<file path="src/hdl/mult_pkg.sv">
`default_nettype none

package mult_pkg;

    // Operand width used unless the top level overrides it
    localparam int DEFAULT_OPERAND_WIDTH = 16;

    ////////////////////////////////
    // APB register offsets
    ////////////////////////////////
    localparam logic [11:0] ADDR_OPERAND_A = 12'h000;
    localparam logic [11:0] ADDR_OPERAND_B = 12'h004;
    localparam logic [11:0] ADDR_CTRL      = 12'h008;
    localparam logic [11:0] ADDR_PRODUCT   = 12'h00C;

    // Control word on write, status word on read
    localparam int CTRL_START_BIT  = 0;
    localparam int STATUS_BUSY_BIT = 0;
    localparam int STATUS_DONE_BIT = 1;

    typedef enum logic [1:0] {
        IDLE = 2'd0,
        LOAD = 2'd1,
        STEP = 2'd2
    } mult_state_t;

endpackage

`default_nettype wire

</file>
<file path="src/hdl/mult_if.sv">
`timescale 1ns/10ps
`default_nettype none

// Register block to engine
interface mult_req_if #(
    parameter int OPERAND_WIDTH = mult_pkg::DEFAULT_OPERAND_WIDTH
);
    logic                         start;
    logic [OPERAND_WIDTH-1:0]     operand_a;
    logic [OPERAND_WIDTH-1:0]     operand_b;
    logic                         busy;
    logic                         done;
    logic [2*OPERAND_WIDTH-1:0]   product;

    modport regs (output start, operand_a, operand_b, input busy, done, product);
    modport ctrl (input start, output busy, done);
    modport dp   (input operand_a, operand_b, output product);
endinterface

// One step per cycle from controller to datapath
interface mult_step_if #(
    parameter int OPERAND_WIDTH = mult_pkg::DEFAULT_OPERAND_WIDTH
);
    localparam int SHIFT_WIDTH = $clog2(OPERAND_WIDTH);

    logic                   load;
    logic                   add_en;
    logic                   use_operand;
    logic                   negate;
    logic [SHIFT_WIDTH-1:0] shift_amount;
    logic                   b_bit;

    modport ctrl (
        output load, add_en, use_operand, negate, shift_amount,
        input  b_bit
    );
    modport dp (
        input  load, add_en, use_operand, negate, shift_amount,
        output b_bit
    );
endinterface

`default_nettype wire

</file>
<file path="src/hdl/mult_controller.sv">
`timescale 1ns/10ps
`default_nettype none

module mult_controller #(
    parameter int OPERAND_WIDTH = mult_pkg::DEFAULT_OPERAND_WIDTH
) (
    input  wire       clk,
    input  wire       reset,
    mult_req_if.ctrl  req,
    mult_step_if.ctrl step
);
    import mult_pkg::*;

    localparam int COUNT_WIDTH = $clog2(OPERAND_WIDTH);
    localparam logic [COUNT_WIDTH-1:0] LAST_COUNT = COUNT_WIDTH'(OPERAND_WIDTH - 1);

    mult_state_t            state;
    mult_state_t            state_next;
    logic [COUNT_WIDTH-1:0] bit_count;
    logic                   last_step;
    logic                   done_q;

    assign last_step = (state == STEP) && (bit_count == LAST_COUNT);

    ////////////////////////////////
    // Sequencer
    ////////////////////////////////
    always_comb begin
        state_next = state;
        case (state)
            IDLE: if (req.start) state_next = LOAD;
            LOAD: state_next = STEP;
            STEP: if (last_step) state_next = IDLE;
            default: state_next = IDLE;
        endcase
    end

    always_ff @(posedge clk or negedge reset) begin
        if (!reset) begin
            state     <= IDLE;
            bit_count <= '0;
            done_q    <= 1'b0;
        end else begin
            state  <= state_next;
            done_q <= last_step;
            if (state == LOAD) begin
                bit_count <= '0;
            end else if (state == STEP) begin
                bit_count <= bit_count + 1'b1;
            end
        end
    end

    // Bit position doubles as shift amount
    assign step.load         = (state == LOAD);
    assign step.add_en       = (state == STEP);
    assign step.use_operand  = (state == STEP) && step.b_bit;
    // Sign bit of the multiplier has negative weight
    assign step.negate       = last_step;
    assign step.shift_amount = bit_count;

    assign req.busy = (state != IDLE);
    assign req.done = done_q;

endmodule

`default_nettype wire

</file>
<file path="src/hdl/mult_datapath.sv">
`timescale 1ns/10ps
`default_nettype none

module mult_datapath #(
    parameter int OPERAND_WIDTH = mult_pkg::DEFAULT_OPERAND_WIDTH
) (
    input  wire     clk,
    input  wire     reset,
    mult_req_if.dp  req,
    mult_step_if.dp step
);
    localparam int PRODUCT_WIDTH = 2 * OPERAND_WIDTH;

    logic [PRODUCT_WIDTH-1:0] multiplicand;
    logic [OPERAND_WIDTH-1:0] multiplier;
    logic [PRODUCT_WIDTH-1:0] selected;
    logic [PRODUCT_WIDTH-1:0] signed_term;
    logic [PRODUCT_WIDTH-1:0] partial;
    logic [PRODUCT_WIDTH-1:0] accumulator;

    ////////////////////////////////
    // Partial product
    ////////////////////////////////
    always_comb begin
        selected    = step.use_operand ? multiplicand : '0;
        signed_term = step.negate ? (~selected + 1'b1) : selected;
        partial     = signed_term << step.shift_amount;
    end

    // Multiplier shifts right one bit per step
    always_ff @(posedge clk) begin
        if (step.load) begin
            multiplicand <= PRODUCT_WIDTH'($signed(req.operand_a));
            multiplier   <= req.operand_b;
        end else if (step.add_en) begin
            multiplier <= multiplier >> 1;
        end
    end

    ////////////////////////////////
    // Accumulator
    ////////////////////////////////
    always_ff @(posedge clk or negedge reset) begin
        if (!reset) begin
            accumulator <= '0;
        end else if (step.load) begin
            accumulator <= '0;
        end else if (step.add_en) begin
            accumulator <= accumulator + partial;
        end
    end

    assign step.b_bit  = multiplier[0];
    assign req.product = accumulator;

endmodule

`default_nettype wire

</file>
<file path="src/hdl/apb_mult_regs.sv">
`timescale 1ns/10ps
`default_nettype none

module apb_mult_regs #(
    parameter int OPERAND_WIDTH = mult_pkg::DEFAULT_OPERAND_WIDTH
) (
    input  wire         clk,
    input  wire         reset,
    input  wire  [11:0] paddr,
    input  wire         psel,
    input  wire         penable,
    input  wire         pwrite,
    input  wire  [31:0] pwdata,
    output logic [31:0] prdata,
    output logic        pready,
    output logic        pslverr,
    mult_req_if.regs    req
);
    import mult_pkg::*;

    localparam int PRODUCT_WIDTH = 2 * OPERAND_WIDTH;

    logic                     access;
    logic                     wr_access;
    logic                     rd_access;
    logic                     sel_a;
    logic                     sel_b;
    logic                     sel_ctrl;
    logic                     sel_product;
    logic                     addr_valid;
    logic                     engine_busy;
    logic                     start_request;
    logic                     start_refused;
    logic [OPERAND_WIDTH-1:0] operand_a_q;
    logic [OPERAND_WIDTH-1:0] operand_b_q;
    logic [PRODUCT_WIDTH-1:0] product_q;
    logic                     done_flag;
    logic                     start_q;
    logic [31:0]              status_word;

    ////////////////////////////////
    // Decode
    ////////////////////////////////
    assign access      = psel && penable;
    assign wr_access   = access && pwrite;
    assign rd_access   = access && !pwrite;
    assign sel_a       = (paddr == ADDR_OPERAND_A);
    assign sel_b       = (paddr == ADDR_OPERAND_B);
    assign sel_ctrl    = (paddr == ADDR_CTRL);
    assign sel_product = (paddr == ADDR_PRODUCT);
    assign addr_valid  = sel_a || sel_b || sel_ctrl || sel_product;

    // Start pulse is not yet visible as busy in its own cycle
    assign engine_busy   = req.busy || start_q;
    assign start_request = wr_access && sel_ctrl && pwdata[CTRL_START_BIT];
    assign start_refused = start_request && engine_busy;

    assign pready  = 1'b1;
    assign pslverr = access && (!addr_valid || (pwrite && sel_product) || start_refused);

    always_comb begin
        status_word                  = '0;
        status_word[STATUS_BUSY_BIT] = req.busy;
        status_word[STATUS_DONE_BIT] = done_flag;
    end

    always_comb begin
        prdata = '0;
        if (rd_access) begin
            if (sel_a) begin
                prdata = 32'($signed(operand_a_q));
            end else if (sel_b) begin
                prdata = 32'($signed(operand_b_q));
            end else if (sel_ctrl) begin
                prdata = status_word;
            end else if (sel_product) begin
                prdata = 32'($signed(product_q));
            end
        end
    end

    ////////////////////////////////
    // Registers
    ////////////////////////////////
    always_ff @(posedge clk or negedge reset) begin
        if (!reset) begin
            operand_a_q <= '0;
            operand_b_q <= '0;
            product_q   <= '0;
            done_flag   <= 1'b0;
            start_q     <= 1'b0;
        end else begin
            start_q <= start_request && !engine_busy;
            if (wr_access && sel_a) operand_a_q <= pwdata[OPERAND_WIDTH-1:0];
            if (wr_access && sel_b) operand_b_q <= pwdata[OPERAND_WIDTH-1:0];
            if (req.done) product_q <= req.product;
            // Sticky until the next start
            if (start_q) begin
                done_flag <= 1'b0;
            end else if (req.done) begin
                done_flag <= 1'b1;
            end
        end
    end

    assign req.start     = start_q;
    assign req.operand_a = operand_a_q;
    assign req.operand_b = operand_b_q;

endmodule

`default_nettype wire

</file>
<file path="src/hdl/mult_top.sv">
`timescale 1ns/10ps
`default_nettype none

module mult_top #(
    parameter int OPERAND_WIDTH = mult_pkg::DEFAULT_OPERAND_WIDTH
) (
    input  wire         clk,
    input  wire         reset,
    input  wire  [11:0] paddr,
    input  wire         psel,
    input  wire         penable,
    input  wire         pwrite,
    input  wire  [31:0] pwdata,
    output logic [31:0] prdata,
    output logic        pready,
    output logic        pslverr
);

    mult_req_if  #(.OPERAND_WIDTH(OPERAND_WIDTH)) req_bus ();
    mult_step_if #(.OPERAND_WIDTH(OPERAND_WIDTH)) step_bus ();

    ////////////////////////////////
    // APB side
    ////////////////////////////////
    apb_mult_regs #(
        .OPERAND_WIDTH(OPERAND_WIDTH)
    ) u_regs (
        .clk     (clk),
        .reset   (reset),
        .paddr   (paddr),
        .psel    (psel),
        .penable (penable),
        .pwrite  (pwrite),
        .pwdata  (pwdata),
        .prdata  (prdata),
        .pready  (pready),
        .pslverr (pslverr),
        .req     (req_bus)
    );

    // Serial multiply engine
    mult_controller #(
        .OPERAND_WIDTH(OPERAND_WIDTH)
    ) u_controller (
        .clk   (clk),
        .reset (reset),
        .req   (req_bus),
        .step  (step_bus)
    );

    mult_datapath #(
        .OPERAND_WIDTH(OPERAND_WIDTH)
    ) u_datapath (
        .clk   (clk),
        .reset (reset),
        .req   (req_bus),
        .step  (step_bus)
    );

endmodule

`default_nettype wire

</file>
<file path="config.mk">
export PLATFORM = sky130hd
export DESIGN_NAME = mult_top
export DESIGN_NICKNAME = d
export VERILOG_FILES = /design/src/hdl/mult_pkg.sv /design/src/hdl/mult_if.sv /design/src/hdl/mult_controller.sv /design/src/hdl/mult_datapath.sv /design/src/hdl/apb_mult_regs.sv /design/src/hdl/mult_top.sv
export SDC_FILE = /design/constraint.sdc
export NUM_CORES = 1
export LEC_CHECK = 0
export BUFFER_PORTS_ARGS = -buffer_cell sky130_fd_sc_hd__buf_2
export CELL_PAD_IN_SITES_DETAIL_PLACEMENT = 0
export CELL_PAD_IN_SITES_GLOBAL_PLACEMENT = 1
export CORE_MARGIN = 1
export CORE_UTILIZATION = 48
export DETAILED_ROUTE_END_ITERATION = 8
export PLACE_DENSITY_LB_ADDON = 0.1
export SLEW_MARGIN = 15
export SYNTH_ARGS = -nofsm -noshare
export SYNTH_HDL_FRONTEND = slang
export SYNTH_HIERARCHICAL = 1
export SYNTH_SLANG_ARGS = --single-unit
</file>
<file path="constraint.sdc">
create_clock -name clk -period 7.15 [get_ports clk]
set_clock_uncertainty 0.15 [all_clocks]
set_input_delay 0.3575 -clock clk [delete_from_list [all_inputs] [get_ports clk]]
set_output_delay 0.3575 -clock clk [all_outputs]
set_load 0.01 [all_outputs]
</file>
### Yosys cells after proc, flatten, opt, wreduce, memory -nomap -nowiden

Index checks and enable logic that the tools add are counted.

| storage, ports and cells | value |
|---|---|
| bits of input ports | 49 |
| logic and storage cells | 70 |
| ROM bits | 0 |
| output and inout bits | 34 |
| bits in writable memories | 0 |
| latch bits | 0 |
| flip-flop bits (word level) | 137 |
| memories kept | 0 |

| operators by class | value |
|---|---|
| magnitude comparators | 0 |
| div/mod/pow operators | 0 |
| bitwise operators | 1 |
| multiplexer cells | 18 |
| equality and inequality tests | 8 |
| $mul | 0 |
| reductions and logical operators | 28 |
| shift-type cells | 1 |
| add/subtract/negate cells | 3 |

Operators with widths:

| cell | count |
|---|---|
| $mux 32 | 9 |
| $add 32x1->32 const B | 1 |
| $add 32x32->32 | 1 |
| $mux 16 | 2 |
| $not 32->32 | 1 |
| $shl 32x4->32 | 1 |
| $eq 12x4->1 const B | 2 |
| $logic_and 1x1->1 | 13 |
| $eq 12x3->1 const B | 1 |
| $logic_not 12->1 | 1 |
| $mux 4 | 2 |
| $logic_or 1x1->1 | 6 |
| $pmux 2 s3 | 1 |
| $reduce_bool 2->1 | 3 |
| $add 4x1->4 const B | 1 |
| $eq 4x4->1 const B | 1 |
| $mux 2 | 2 |
| $logic_not 1->1 | 3 |
| $eq 2x1->1 const B | 1 |
| $eq 2x2->1 const B | 1 |
| $logic_not 2->1 | 1 |
| $mux 1 | 2 |
| $ne 2x1->1 const B | 1 |
| $ne 2x2->1 const B | 1 |
| $reduce_and 2->1 | 1 |

### Longest topological paths before layout

| depth | value |
|---|---|
| depth after elaboration | 10 |
| mapped depth | 27 |

### Modules after synthesis

Netlist, hierarchy kept.

By module, submodules not included:

| module | cells each | area an instance (um2) | instances |
|---|---|---|---|
| mult_datapath | 665 | 5,814.3 | 1 |
| apb_mult_regs | 254 | 3,412.0 | 1 |
| mult_controller | 36 | 394.1 | 1 |

### Worst setup path after synthesis

No wires, ideal clock.

| path | value |
|---|---|
| path type | register to register |
| start point | register u_controller.state[0] |
| end point | register u_datapath.accumulator[31], in the netlist u_datapath/req.product[31] |
| setup time | 128 ps |
| slack | 1,178 ps |
| path buffers | 5 |
| clock period less this slack | 5,972 ps |
| data required time | 6,872 ps |
| data arrival time | 5,694 ps |
| cell stages (with the launch flop) | 26 |
| cell sequence | dfrtp_1 > inv_1 > ha_1 > and2_1 > buf_2 > buf_2 > buf_2 > nand2_1 > ha_1 > clkbuf_1 > nor2b_1 > nor2_1 > a211o_1 > mux4_2 > mux2_4 > a21oi_2 > ha_1 > clkbuf_1 > a21o_1 > a21oi_1 > o21bai_1 > a31o_2 > or3b_2 > o221ai_1 > mux2i_1 > mux2_1 |

| between the ends | value |
|---|---|
| longest elaborated chain between the ends | 10 |

RTL lines:

| element | line | source |
|---|---|---|
| start: declaration | mult_controller.sv:17 | `mult_state_t state;` |
| start signal: assignment | mult_controller.sv:44 | `state <= state_next;` |
| $eq 2x2->1 (*) | mult_controller.sv:56 | `assign step.add_en = (state == STEP);` |
| named net step_bus.add_en | mult_if.sv:27 | `logic add_en;` |
| $logic_and 1x1->1 (*) | mult_controller.sv:57 | `assign step.use_operand = (state == STEP) && step.b_bit;` |
| named net step_bus.use_operand | mult_if.sv:28 | `logic use_operand;` |
| $mux 32 (*) | mult_datapath.sv:25 | `selected = step.use_operand ? multiplicand : '0;` |
| $not 32->32 | mult_datapath.sv:26 | `signed_term = step.negate ? (~selected + 1'b1) : selected;` |
| $add 32x1->32 | mult_datapath.sv:26 |  |
| $mux 32 (*) | mult_datapath.sv:26 |  |
| $shl 32x4->32 (*) | mult_datapath.sv:27 | `partial = signed_term << step.shift_amount;` |
| $add 32x32->32 (*) | mult_datapath.sv:49 | `accumulator <= accumulator + partial;` |
| $mux 32 (*) | mult_datapath.sv:48 | `end else if (step.add_en) begin` |
| $mux 32 (*) | mult_datapath.sv:46 | `end else if (step.load) begin` |
| end signal: assignment | mult_datapath.sv:49 |  |
| end: declaration | mult_datapath.sv:19 | `logic [PRODUCT_WIDTH-1:0] accumulator;` |

Mark *: on every way through the listed nets, which the timed path passes. The rest lies on a longest branch. The select of a mux whose other input is x is not followed.
A chain may end at the register's enable or synchronous reset.

### Worst setup path in the final report

Same ends and word-level chain as after synthesis.

==> flow_metrics.py <==
metrics = {
    "run_status": {
        "status": "finished, final reports clean",
    },
    "clocking": {
        "cts.path.max_buffers": 2,
        "numClockSinks": 137,
        "tritoncts": "yes",
        "clk_latency_ns": 0.43,
        "cts-root-buf": "clkbuf_16",
        "clkTransAtPathRegs_ns": 0.07,
        "numCtsBuffers": 17,
        "h-tree-depth": 4,
    },
    "final_layout": {
        "final_cell_count_no_fill": 1273,
        "multi_input_area_um2": 5645,
        "drive_gt1_share_pct": 27.88,
        "antenna_cells": 0,
        "nNetsFinal": 1088,
        "area_delta_synth_final_pct": 11.90,
        "fillCellCount": 1821,
        "seq_area_um2": 3588,
    },
    "setup_path": {
        "arrival_ns": 6.36,
        "crit_type": "reg2reg",
        "crit_required_ns": 7.31,
        "start_kind": "flop",
        "cp_max_fo": 10,
        "crit_path_end_kind": "flop",
    },
    "route": {
        "drt_pass1_iterations": 5,
        "wl_um": 25810,
        "dr_total_vias": 7567,
        "wl_per_cell_um": 20.28,
        "drtAntennaViolNets": 0,
        "dr.first_iter.drc_count": 709,
        "drc": 0,
        "viasPerCell": 5.944,
    },
    "floorplanning": {
        "die_w_um": 143.6,
        "core_area_um2": 19530,
        "die_area_um2": 20610,
        "row_count": 51,
        "ioPinCount": 83,
        "die_h_um": 143.6,
        "start_util_pct": 49.27,
    },
    "synthesis": {
        "async_flop_share_pct": 76.64,
        "synthTopCellsByCount": "105 x dfrtp_1, 99 x mux2_2, 91 x nand2_1",
        "synth.avg_cell_area_um2": 10.07,
        "synthesis.nets": 1048,
        "synth_top_area_share_pct": 27.31,
        "syn-cell-area_um2": 9620,
        "ys_top_cells_by_area": "dfrtp_1 27%, mux2_2 12%, edfxtp_1 10%",
        "synth_warnings": 6,
        "synth_area_leader_cell": "dfrtp_1",
        "synth_ff_type": "dfrtp_1",
        "ys_ff_latch": 137,
        "ys_seq_area_share_pct": 37.30,
        "synth.most_common_cell": "dfrtp_1",
        "synth-edff-count": 32,
        "syn-instance-count": 955,
        "synth_cell_types": 88,
    },
    "timing": {
        "finalCriticalPeriod_ns": 6.196,
        "worstMarginPinSlew_ns": 1.216,
        "setup_tns_ns": 0,
        "slew_headroom_pct": 18.63,
        "finalSetupViolations": 0,
        "finalHoldViolCount": 0,
        "rsz0062_at_grt": "false",
        "fmax_ghz": 0.1614,
        "period_share_pct": 86.66,
        "slew_violations": 0,
    },
    "grt": {
        "track_usage_pct": 26.11,
        "grt_pass1_vias": 7041,
        "grt_start_max_net_pins": 68,
        "grt_pass1_wl_um": 40510,
        "grt-ovfl-total": 0,
        "antenna_found_initial": 0,
    },
    "power_and_ir_drop": {
        "powerDensity_nw_per_um2": 349.8,
        "vdd_drop_max_v": 0.0001874,
        "p_leak_uw": 0.004831,
    },
    "place": {
        "gp_congestion": 0.9006,
        "portBuffers": 65,
        "hpwl_um": 18010,
        "place_inst": 1240,
    },
    "job": {
        "cap_violations": 0,
    },
    "worst_hold_path": {
        "min_path_type": "in2reg",
    },
}
timing repair:
action	in CTS	in global routing
gates resized for setup	0	0
endpoints found under the hold margin	38	0
hold buffers	1	0
buffers inserted	0	0
endpoints found under the setup margin	0	0
through the flow:
step	instance area, µm²	power (µW)	utilization [%]	hold slack [ns]	setup slack (ns)
5_1_grt	10770	4001	55.13	0.009533	0.5607
4_1_cts	10770	3773	55.13	0.004799	0.9756
2_1_floorplan	9620	2345	-	-0.08809	1.178
3_5_place_dp	10110	2780	51.78	0.2226	1.034
3_3_place_gp	10110	2773	51.78	0.2146	1.050
6_report	10770	3766	55.13	0.01766	0.9538
report_power, final:
group          total (µW)  switching (µW)  internal, µW  leakage, µW
clock                 972             402           570     0.000313
combinational        1650            1040           613      0.00275
sequential           1140             142          1000      0.00177
worst max-delay path: stages, from the launching register on:
cell,delay (ns)
dfrtp_1,0.39
inv_1,0.09
ha_1,0.22
and2_1,0.17
nand2_1,0.09
ha_1,0.36
nor2b_1,0.18
nor2_1,0.57
a211oi_1,0.19
mux2_2,0.35
mux2_2,0.28
o21ai_0,0.27
mux2i_1,0.24
ha_1,0.43
nand4_1,0.28
or3_1,0.46
o31ai_1,0.39
a21bo_2,0.27
o221ai_1,0.16
mux2i_1,0.20
mux2_1,0.33
metal layers:
metal	share of wire (%)	up-vias	global-route usage, %
li1	-	3640	-
met1	50	3737	38.88
met2	45	170	39.45
met3	3.7	20	3.865
met4	1.2	0	6.551
met5	0	-	0
registers in the layout, summed over array words and instances, names as in the netlist:
name,flops
u_datapath/req.product,32
u_regs/product_q,32
u_datapath/multiplicand,16
u_datapath/multiplier,16
u_regs/req.operand_a,16
u_regs/req.operand_b,16
u_controller/step.shift_amount,4
u_controller/state,2
u_controller/req.done,1
u_regs/done_flag,1
u_regs/req.start,1
final cells by class:
class / instances / share of cell area [%]
tap: 265 / 3.080
sequential: 137 / 33.33
timing repair buffer: 83 / 4.324
clock inverter: 15 / 2.034
inverter: 24 / 0.8368
clock buffer: 17 / 3.952
multi-input combinational: 732 / 52.44
kinds of logic (layout without fill, tap and decap cells):
logic type / Yosys count / count (layout) / share of synthesized area, %
other cells: 1 / 1 / 0.03898
fa+ha+maj: 44 / 44 / 5.801
xor+xnor: 28 / 28 / 2.549
compound gates: 246 / 246 / 18.65
mux: 144 / 144 / 17.09
simple gates: 269 / 269 / 14.49
flops: 137 / 137 / 37.30
buf+inv: 86 / 139 / 4.084
worst paths after layout:
| check | start | endpoint | slack, ns | cells after the start |
|---|---|---|---|---|
| setup / recovery | u_controller/state[0] | u_datapath/req.product[31] | 0.95 | 20 |
| max in group asynchronous | reset | u_regs/product_q[5] | 5.24 | 3 |
| setup reg to reg | u_controller/state[0] | u_datapath/req.product[31] | 0.95 | 20 |
| min in group asynchronous | reset | u_regs/product_q[20] | 0.31 | 2 |
| hold reg to reg | u_regs/req.operand_a[11] | u_datapath/multiplicand[11] | 0.33 | 0 |
| hold / removal | pwdata[5] | u_regs/req.operand_a[5] | 0.02 | 2 |
cell usage in the layout, fill, tap and decap left out, types with 10 or more instances in the layout:
cell / n
ha_1: 42
a21oi_1: 49
buf_4: 18
a211oi_2: 18
xor2_1: 16
edfxtp_1: 32
dfrtp_1: 105
o21ai_0: 43
a21o_1: 15
buf_2: 64
mux2i_1: 33
a22oi_1: 13
nand2_1: 91
inv_1: 23
nor3_2: 13
a211oi_1: 12
a31oi_1: 10
clkbuf_16: 17
xnor2_1: 12
mux2_2: 99
nand3_1: 17
nor2_1: 71
Note: power is estimated with default switching activity, not from simulation.
